[src/logic/ula_data_pkg.sv]
// Data word definitions shared by every ALU pipeline stage
// Import into a module body, or use scoped names in a port list

`default_nettype none

package ula_data_pkg;

	// ************************************************************************
	// Data word
	// ************************************************************************

	localparam int word_width = 32;                    // Memory word and accumulator width

	typedef logic signed [word_width-1:0] word_t;      // Operands and results, two's complement

	// Low operand bits used as shift amount
	// Anything above them set means a shift of 32 or more
	localparam int shamt_width = 5;

endpackage

`default_nettype wire

[src/logic/ula_op_pkg.sv]
// Opcode numbers and internal operation classes of the accumulator ALU
// Decode maps an opcode to a unit and a sub-operation that execute switches on

`default_nettype none

package ula_op_pkg;

	typedef logic [5:0] op_t;                          // Opcode as seen on the ALU input

	// ************************************************************************
	// Opcode numbers of the accumulator machine
	// ************************************************************************

	localparam op_t op_nop   = 6'd0;                   // Result is accumulator
	localparam op_t op_lod   = 6'd1;                   // Result is memory word
	localparam op_t op_add   = 6'd2;
	localparam op_t op_mlt   = 6'd4;                   // Low half of product
	localparam op_t op_sgn   = 6'd9;
	localparam op_t op_neg   = 6'd11;
	localparam op_t op_neg_m = 6'd12;
	localparam op_t op_abs   = 6'd15;
	localparam op_t op_abs_m = 6'd16;
	localparam op_t op_pst   = 6'd19;
	localparam op_t op_pst_m = 6'd20;
	localparam op_t op_and   = 6'd29;
	localparam op_t op_orr   = 6'd30;
	localparam op_t op_xor   = 6'd31;
	localparam op_t op_inv   = 6'd32;
	localparam op_t op_inv_m = 6'd33;
	localparam op_t op_lan   = 6'd34;
	localparam op_t op_lor   = 6'd35;
	localparam op_t op_lin   = 6'd36;
	localparam op_t op_lin_m = 6'd37;
	localparam op_t op_les   = 6'd38;
	localparam op_t op_gre   = 6'd40;
	localparam op_t op_equ   = 6'd42;
	localparam op_t op_shl   = 6'd43;
	localparam op_t op_shr   = 6'd44;
	localparam op_t op_srs   = 6'd45;

	// ************************************************************************
	// Functional units and sub-operations
	// ************************************************************************

	typedef enum logic [2:0] {
		unit_move,                                     // NOP and LOD
		unit_arith,
		unit_unary,                                    // Both accumulator and _M forms
		unit_bitwise,
		unit_cond,
		unit_compare,
		unit_shift
	} unit_t;

	typedef logic [1:0] sub_t;                         // Only meaningful inside one unit

	// Arithmetic unit
	localparam sub_t sub_add = 2'd0;
	localparam sub_t sub_mlt = 2'd1;
	localparam sub_t sub_sgn = 2'd2;

	// One-operand unit
	localparam sub_t sub_neg = 2'd0;
	localparam sub_t sub_abs = 2'd1;
	localparam sub_t sub_pst = 2'd2;
	localparam sub_t sub_inv = 2'd3;

	localparam sub_t sub_and = 2'd0;
	localparam sub_t sub_orr = 2'd1;
	localparam sub_t sub_xor = 2'd2;

	localparam sub_t sub_lan = 2'd0;                   // Logical conditions
	localparam sub_t sub_lor = 2'd1;
	localparam sub_t sub_lin = 2'd2;

	localparam sub_t sub_les = 2'd0;
	localparam sub_t sub_gre = 2'd1;
	localparam sub_t sub_equ = 2'd2;

	localparam sub_t sub_shl = 2'd0;                   // Shifter
	localparam sub_t sub_shr = 2'd1;
	localparam sub_t sub_srs = 2'd2;

endpackage

`default_nettype wire

[src/logic/ula_decode.sv]
// First ALU stage doing opcode decode and operand routing
// Registers unit, sub-operation and operands one cycle after the op_valid strobe

`default_nettype none

module ula_decode (
	input  logic                 clk,
	input  logic                 reset,
	input  logic                 op_valid,     // Single-cycle strobe
	input  ula_op_pkg::op_t      op,
	input  ula_data_pkg::word_t  in1,          // Memory word
	input  ula_data_pkg::word_t  in2,          // Accumulator
	output logic                 dec_valid,
	output ula_op_pkg::unit_t    dec_unit,
	output ula_op_pkg::sub_t     dec_sub,
	output ula_data_pkg::word_t  dec_a,        // in1, or source of a one-operand op
	output ula_data_pkg::word_t  dec_b,        // Always the accumulator
	output logic                 dec_error
);

	import ula_data_pkg::*;
	import ula_op_pkg::*;

	unit_t unit_next;
	sub_t  sub_next;
	word_t a_next;
	logic  error_next;

	// ************************************************************************
	// Opcode classification
	// ************************************************************************

	always_comb begin
		unit_next  = unit_move;
		error_next = 1'b0;
		case (op)
			op_nop, op_lod:                      unit_next = unit_move;
			op_add, op_mlt, op_sgn:              unit_next = unit_arith;
			op_neg, op_neg_m, op_abs, op_abs_m,
			op_pst, op_pst_m, op_inv, op_inv_m:  unit_next = unit_unary;
			op_and, op_orr, op_xor:              unit_next = unit_bitwise;
			op_lan, op_lor, op_lin, op_lin_m:    unit_next = unit_cond;
			op_les, op_gre, op_equ:              unit_next = unit_compare;
			op_shl, op_shr, op_srs:              unit_next = unit_shift;
			default:                             error_next = 1'b1;  // Float, div and gaps
		endcase
	end

	always_comb begin
		case (op)
			op_add:            sub_next = sub_add;
			op_mlt:            sub_next = sub_mlt;
			op_sgn:            sub_next = sub_sgn;
			op_neg, op_neg_m:  sub_next = sub_neg;
			op_abs, op_abs_m:  sub_next = sub_abs;
			op_pst, op_pst_m:  sub_next = sub_pst;
			op_inv, op_inv_m:  sub_next = sub_inv;
			op_and:            sub_next = sub_and;
			op_orr:            sub_next = sub_orr;
			op_xor:            sub_next = sub_xor;
			op_lan:            sub_next = sub_lan;
			op_lor:            sub_next = sub_lor;
			op_lin, op_lin_m:  sub_next = sub_lin;
			op_les:            sub_next = sub_les;
			op_gre:            sub_next = sub_gre;
			op_equ:            sub_next = sub_equ;
			op_shl:            sub_next = sub_shl;
			op_shr:            sub_next = sub_shr;
			op_srs:            sub_next = sub_srs;
			default:           sub_next = '0;          // Moves ignore it
		endcase
	end

	// Port a carries in2 for NOP and the accumulator forms, in1 otherwise
	always_comb begin
		case (op)
			op_nop, op_neg, op_abs, op_pst, op_inv, op_lin:  a_next = in2;
			default:                                         a_next = in1;
		endcase
	end

	// ************************************************************************
	// Stage register
	// ************************************************************************

	always_ff @(posedge clk) begin
		if (reset) begin
			dec_valid <= 1'b0;
			dec_unit  <= unit_move;
			dec_sub   <= '0;
			dec_a     <= '0;
			dec_b     <= '0;
			dec_error <= 1'b0;
		end else begin
			dec_valid <= op_valid;
			if (op_valid) begin                        // Payload only moves on a strobe
				dec_unit  <= unit_next;
				dec_sub   <= sub_next;
				dec_a     <= a_next;
				dec_b     <= in2;
				dec_error <= error_next;
			end
		end
	end

	// Opcode must be fully known whenever it is strobed in
	assert property (@(posedge clk) disable iff (reset) op_valid |-> !$isunknown(op));

endmodule

`default_nettype wire

[src/logic/ula_execute.sv]
// Second ALU stage computing the decoded operation
// Result and error flag are registered one cycle after dec_valid

`default_nettype none

module ula_execute (
	input  logic                 clk,
	input  logic                 reset,
	input  logic                 dec_valid,
	input  ula_op_pkg::unit_t    dec_unit,
	input  ula_op_pkg::sub_t     dec_sub,
	input  ula_data_pkg::word_t  dec_a,
	input  ula_data_pkg::word_t  dec_b,
	input  logic                 dec_error,
	output logic                 exe_valid,
	output ula_data_pkg::word_t  exe_result,
	output logic                 exe_error
);

	import ula_data_pkg::*;
	import ula_op_pkg::*;

	word_t                  res_next;
	logic [shamt_width-1:0] shamt;
	logic                   big_shift;                 // Shift amount of 32 or more

	// Boolean answer widened to a data word of 1 or 0
	function automatic word_t flag_word(input logic flag);
		flag_word    = '0;
		flag_word[0] = flag;
	endfunction

	assign shamt     = dec_b[shamt_width-1:0];
	assign big_shift = |dec_b[word_width-1:shamt_width];  // Negative amounts count as big

	// ************************************************************************
	// Operation select
	// ************************************************************************

	always_comb begin
		res_next = '0;
		case (dec_unit)
			unit_move:    res_next = dec_a;            // Decode already picked in1 or in2
			unit_arith:
				case (dec_sub)
					sub_add: res_next = dec_a + dec_b;     // Wraps
					sub_mlt: res_next = dec_a * dec_b;     // Low 32 bits
					sub_sgn: res_next = (dec_a[word_width-1] == dec_b[word_width-1]) ?
						dec_b : -dec_b;                    // in2 with sign of in1
					default: res_next = '0;
				endcase
			unit_unary:
				case (dec_sub)
					sub_neg: res_next = -dec_a;
					sub_abs: res_next = dec_a[word_width-1] ? -dec_a : dec_a;
					sub_pst: res_next = dec_a[word_width-1] ? '0 : dec_a;
					default: res_next = ~dec_a;           // INV
				endcase
			unit_bitwise:
				case (dec_sub)
					sub_and: res_next = dec_a & dec_b;
					sub_orr: res_next = dec_a | dec_b;
					sub_xor: res_next = dec_a ^ dec_b;
					default: res_next = '0;
				endcase
			unit_cond:
				case (dec_sub)
					sub_lan: res_next = flag_word((dec_a != '0) && (dec_b != '0));
					sub_lor: res_next = flag_word((dec_a != '0) || (dec_b != '0));
					sub_lin: res_next = flag_word(dec_a == '0);  // Routed operand only
					default: res_next = '0;
				endcase
			unit_compare:
				case (dec_sub)
					sub_les: res_next = flag_word(dec_a < dec_b);   // Signed
					sub_gre: res_next = flag_word(dec_a > dec_b);
					sub_equ: res_next = flag_word(dec_a == dec_b);
					default: res_next = '0;
				endcase
			unit_shift:
				case (dec_sub)
					sub_shl: res_next = big_shift ? '0 : dec_a << shamt;
					sub_shr: res_next = big_shift ? '0 : dec_a >> shamt;
					sub_srs: res_next = big_shift ? $signed({word_width{dec_a[word_width-1]}}) :
						dec_a >>> shamt;                   // Sign fill
					default: res_next = '0;
				endcase
			default:      res_next = '0;
		endcase
		if (dec_error)
			res_next = '0;                             // Illegal opcode gives zero
	end

	// ************************************************************************
	// Stage register
	// ************************************************************************

	always_ff @(posedge clk) begin
		if (reset) begin
			exe_valid  <= 1'b0;
			exe_result <= '0;
			exe_error  <= 1'b0;
		end else begin
			exe_valid <= dec_valid;
			if (dec_valid) begin
				exe_result <= res_next;
				exe_error  <= dec_error;
			end
		end
	end

	// A legal entry always names one of the seven units
	assert property (@(posedge clk) disable iff (reset)
		dec_valid && !dec_error |-> dec_unit inside {unit_move, unit_arith, unit_unary,
			unit_bitwise, unit_cond, unit_compare, unit_shift});

endmodule

`default_nettype wire

[src/logic/ula_result.sv]
// Third ALU stage holding the output register and the zero and negative flags
// Outputs hold their last value until the next valid result

`default_nettype none

module ula_result (
	input  logic                 clk,
	input  logic                 reset,
	input  logic                 exe_valid,
	input  ula_data_pkg::word_t  exe_result,
	input  logic                 exe_error,
	output logic                 result_valid,  // One cycle per operation
	output ula_data_pkg::word_t  result,
	output logic                 zero,
	output logic                 negative,
	output logic                 op_error
);

	import ula_data_pkg::*;

	always_ff @(posedge clk) begin
		if (reset) begin
			result_valid <= 1'b0;
			result       <= '0;
			zero         <= 1'b1;                      // Matches the cleared result
			negative     <= 1'b0;
			op_error     <= 1'b0;
		end else begin
			result_valid <= exe_valid;
			if (exe_valid) begin
				result   <= exe_result;
				zero     <= (exe_result == '0);
				negative <= exe_result[word_width-1];  // Sign bit
				op_error <= exe_error;                 // Next legal op clears it
			end
		end
	end

	// An illegal operation reaches this stage with a zero result
	assert property (@(posedge clk) disable iff (reset)
		exe_valid && exe_error |-> exe_result == '0);

endmodule

`default_nettype wire

[src/logic/ula.sv]
// Three-stage pipelined integer ALU for the accumulator machine
// Strobe op_valid with op, in1 and in2; result_valid follows three cycles later

`default_nettype none

module ula (
	input  logic                 clk,
	input  logic                 reset,
	input  logic                 op_valid,
	input  ula_op_pkg::op_t      op,
	input  ula_data_pkg::word_t  in1,           // Memory word
	input  ula_data_pkg::word_t  in2,           // Accumulator
	output logic                 result_valid,
	output ula_data_pkg::word_t  result,
	output logic                 zero,
	output logic                 negative,
	output logic                 op_error
);

	import ula_data_pkg::*;
	import ula_op_pkg::*;

	// Decode to execute
	logic  dec_valid;
	unit_t dec_unit;
	sub_t  dec_sub;
	word_t dec_a;
	word_t dec_b;
	logic  dec_error;

	// Execute to result
	logic  exe_valid;
	word_t exe_result;
	logic  exe_error;

	ula_decode decode_inst (
		.clk       (clk),
		.reset     (reset),
		.op_valid  (op_valid),
		.op        (op),
		.in1       (in1),
		.in2       (in2),
		.dec_valid (dec_valid),
		.dec_unit  (dec_unit),
		.dec_sub   (dec_sub),
		.dec_a     (dec_a),
		.dec_b     (dec_b),
		.dec_error (dec_error)
	);

	ula_execute execute_inst (
		.clk        (clk),
		.reset      (reset),
		.dec_valid  (dec_valid),
		.dec_unit   (dec_unit),
		.dec_sub    (dec_sub),
		.dec_a      (dec_a),
		.dec_b      (dec_b),
		.dec_error  (dec_error),
		.exe_valid  (exe_valid),
		.exe_result (exe_result),
		.exe_error  (exe_error)
	);

	ula_result result_inst (
		.clk          (clk),
		.reset        (reset),
		.exe_valid    (exe_valid),
		.exe_result   (exe_result),
		.exe_error    (exe_error),
		.result_valid (result_valid),
		.result       (result),
		.zero         (zero),
		.negative     (negative),
		.op_error     (op_error)
	);

endmodule

`default_nettype wire

[config.mk]
export PLATFORM = sky130hd
export DESIGN_NAME = ula
export DESIGN_NICKNAME = d
export VERILOG_FILES = /design/src/logic/ula_data_pkg.sv /design/src/logic/ula_op_pkg.sv /design/src/logic/ula_decode.sv /design/src/logic/ula_execute.sv /design/src/logic/ula_result.sv /design/src/logic/ula.sv
export SDC_FILE = /design/constraint.sdc
export NUM_CORES = 2
export LEC_CHECK = 0
export BUFFER_PORTS_ARGS = -buffer_cell sky130_fd_sc_hd__buf_2
export CAP_MARGIN = 20
export CORE_ASPECT_RATIO = 0.8
export CORE_MARGIN = 2
export CORE_UTILIZATION = 39
export CTS_CLUSTER_DIAMETER = 50
export CTS_CLUSTER_SIZE = 24
export DETAILED_ROUTE_END_ITERATION = 12
export SYNTH_ARGS = -nofsm -noshare
export SYNTH_HDL_FRONTEND = slang
export SYNTH_SLANG_ARGS = --single-unit
[constraint.sdc]
create_clock -name clk -period 10.85 [get_ports clk]
set_input_delay 0 -clock clk [delete_from_list [all_inputs] [get_ports clk]]
set_output_delay 0 -clock clk [all_outputs]
set_load 0.01 [all_outputs]
==> metrics.txt <==
run status finished clean; synthesized cell area 0.0313 mm²; setup-violating endpoint count in the final report 0; grt peak-use layer met1; startpoint of the worst register-to-register path decode_inst.dec_b[6]; combinational family with the most area after synthesis adder cells; number of top-level pins 109; clock tree buffer depth 2; Required @ worst endpoint 11.20 ns; Vias/cell 6.23; class of the most critical setup path reg2reg; number of flops mapped to enable cells by yosys 0; Clock Skews 0.0181 ns; total iterations of the first detailed-routing run 6; post-synthesis share of cell area spent on and, or, nand and nor gates 0.168; DRC violations left 0; CTS tree done; clock transition time at the flip-flop clock pins of the worst setup and hold paths 0.07 ns; GR Layer Usage met2 0.471; final slew viol count 0; pin count of the biggest net entering global routing 83; mean routed wirelength per cell 28.5 µm; share of final-layout standard cells stronger than drive strength 1 0.0918; Core ar. 0.0791 mm²; setup TNS 0 ns; part of the Yosys area used for sequential elements 0.0897; RSZ-0062 raised after global routing false; cell area after placement 0.0328 mm²; Port Buf Inserts 108; XOR/XNOR share of the synthesized area 0.0376; worst hold slack after final layout 0.00477 ns; antenna-violating nets left 0; setup slack, reg-to-reg 1.97 ns; headroom to the max-slew limit 0.207; all-layer global routing usage 0.343; deepest level of the CTS H-tree 4; adder and majority cell fraction of the synthesized area 0.362; total overflow reported by the global router 0; total count of hold-check failures in the final report 0; Worst Hold Depth 2; post-route design area 0.0340 mm²; Worst-Skew Late Latency 0.47 ns; pwr/cell area 101 mW/mm²; transition time at the pin with the least slew margin 1.17 ns; Setup crit start kind flop; area overhead of the layout relative to synthesis 8.71%; CTS Sinks 140; setup repair bufs after CTS 0; Cell Count, Final, Fillers Out 4993; most frequent cells in the layout 618 x sky130_fd_sc_hd__nor2_1, 463 x sky130_fd_sc_hd__inv_1, 409 x sky130_fd_sc_hd__fa_1; Synth async-reset ratio 0; number of rows created at floorplan 92; kind of end point of the critical path flop; arrival time at the worst endpoint 9.22 ns; Initial DRC Count 4028; Hold/Removal Path Class in2reg; Syn Nets 4687; Hold Path Sink result_inst.result_valid; total instance count after detailed placement 4894; vias in the first global route 30100; antenna violations before repair 7; number of register bits inferred by synthesis 140; number of unique standard cell types used by synthesis 87; CTS root buffer sky130_fd_sc_hd__clkbuf_16; leading cell type in the layout, fill and taps excluded sky130_fd_sc_hd__nor2_1; multiplexer share of the synthesized area 0.0801; total CTS buffers 17; peak clock frequency supported by timing 113 MHz; warnings from Yosys 0; Total Die Area 0.0824 mm²; Max rail drop VDD 0.0000961 V; HPWL after detailed placement 105 mm; total via count in the routed design 31100; end of the worst register-to-register path execute_inst.exe_result[30]; count of cells resized by post-cts repair 0; chip width 320 µm; max cap viols 0; global-route wire length before repair 208 mm; Post-CTS Hold Fix Bufs 62; ys flop type sky130_fd_sc_hd__dfxtp_1; fraction of met3 tracks used by global routing 0.133; initial core utilization 0.395; Period Utilization, post-route 0.818; overall power of the completed layout 3.44 mW; Worst Path Max Fanout 13; cell count after synthesis 3955; Compound-Gate Fraction of Synth Area 0.164; Leakage Power 14.7 nW; WL final 142 mm; syn avg cell area 7.90 µm²; final net count 4675; final critical path time including I/O delays and setup 8.88 ns; y dimension of the die 257 µm; met1 Usage GRT 0.479; origin of the worst min-delay path reset; worst reg-to-reg path cell count 24; Routability Congestion 1.03
synth_stat cells, drive strengths merged (13+ instances only):
cell type	n	share of area
nor2	623	0.075
inv	471	0.057
fa	409	0.26
nand2	353	0.042
ha	250	0.10
clkbuf	231	0.028
o21ai	196	0.032
a21oi	190	0.031
mux2i	142	0.045
dfxtp	140	0.090
xnor2	113	0.032
buf	82	0.011
a211oi	78	0.019
nor3	51	0.0083
o22ai	46	0.0092
nand3	45	0.0074
mux4	41	0.030
nand2b	31	0.0062
o211ai	31	0.0074
a31oi	30	0.0060
a221oi	26	0.0073
and2	22	0.0044
xor2	21	0.0059
a21o	20	0.0048
nor4	19	0.0038
o31ai	18	0.0043
o311ai	17	0.0053
clkinv	16	0.0019
o221ai	16	0.0047
mux2	14	0.0050
nor2b	13	0.0026
o21bai	13	0.0031
stage by stage:
step            util  worst slack [ns]
2_1_floorplan      -              2.86
3_3_place_gp   0.414              2.33
3_5_place_dp   0.414              2.18
5_1_grt        0.429              1.71
6_report       0.430              1.97
4_1_cts        0.429              2.14
registers in the layout (all words and copies together), names as in the netlist, 2 cells and up:
signal	count
decode_inst.dec_b	32
decode_inst.dec_a	32
execute_inst.exe_result	32
decode_inst.dec_unit	3
decode_inst.dec_sub	2
result_inst.result	32
critical path, cell delays in order, from the launching register on:
cell,delay [ns]
sky130_fd_sc_hd__dfxtp_1,0.48
sky130_fd_sc_hd__inv_1,0.62
sky130_fd_sc_hd__buf_4,0.34
sky130_fd_sc_hd__nor2_1,0.09
sky130_fd_sc_hd__fa_1,0.45
sky130_fd_sc_hd__fa_1,0.54
sky130_fd_sc_hd__inv_1,0.05
sky130_fd_sc_hd__fa_1,0.46
sky130_fd_sc_hd__fa_1,0.48
sky130_fd_sc_hd__inv_1,0.04
sky130_fd_sc_hd__ha_1,0.26
sky130_fd_sc_hd__ha_1,0.29
sky130_fd_sc_hd__fa_1,0.51
sky130_fd_sc_hd__fa_1,0.41
sky130_fd_sc_hd__ha_1,0.35
sky130_fd_sc_hd__and2_1,0.20
sky130_fd_sc_hd__a221o_1,0.36
sky130_fd_sc_hd__a21o_1,0.19
sky130_fd_sc_hd__o21ai_0,0.53
sky130_fd_sc_hd__a31oi_1,0.33
sky130_fd_sc_hd__o41ai_1,0.83
sky130_fd_sc_hd__o21ai_0,0.25
sky130_fd_sc_hd__mux2i_1,0.17
sky130_fd_sc_hd__o311ai_0,0.38
sky130_fd_sc_hd__a21oi_1,0.12
per-layer routing:
layer | vias to the layer above | wire (µm)
met1 | 15200 | 57500
met2 | 2280 | 56200
li1 | 13100 | -
met5 | - | 173
met3 | 444 | 21900
met4 | 14 | 6380
worst max path at each step:
stage,start,to,slack (ns)
after floorplan,decode_inst.dec_b[2],execute_inst.exe_result[30],2.86
after global placement,decode_inst.dec_b[6],execute_inst.exe_result[30],2.33
after detailed placement,decode_inst.dec_b[6],execute_inst.exe_result[30],2.18
after CTS,decode_inst.dec_b[6],execute_inst.exe_result[30],2.14
after global routing,decode_inst.dec_b[11],execute_inst.exe_result[30],1.71
final,decode_inst.dec_b[6],execute_inst.exe_result[30],1.97
final cells by class:
| class | count | area, µm² |
|---|---|---|
| sequential | 140 | 2820 |
| multi-input combinational | 3015 | 25400 |
| antenna | 3 | 7.51 |
| tap | 1034 | 1290 |
| timing repair buffer | 282 | 2010 |
| clock buffer | 21 | 482 |
| fill | 8017 | 45100 |
| inverter | 487 | 1830 |
| clock inverter | 11 | 81.3 |
cells by family after synthesis:
family                   after synthesis
multiplexers                         197
adder cells (fa/ha/maj)              660
AND/OR/NAND/NOR                     1234
AO/OA/AOI/OAI                        790
XOR/XNOR                             134
buffers and inverters                800
flip-flops                           140
report_power, final:
group	leakage (nW)	total [mW]	switching, mW	internal, mW
combinational	13.3	2.24	1.42	0.824
sequential	1.15	0.596	0.0587	0.538
clock	0.272	0.601	0.281	0.320
No activity file was read; power rests on OpenSTA's default activity.
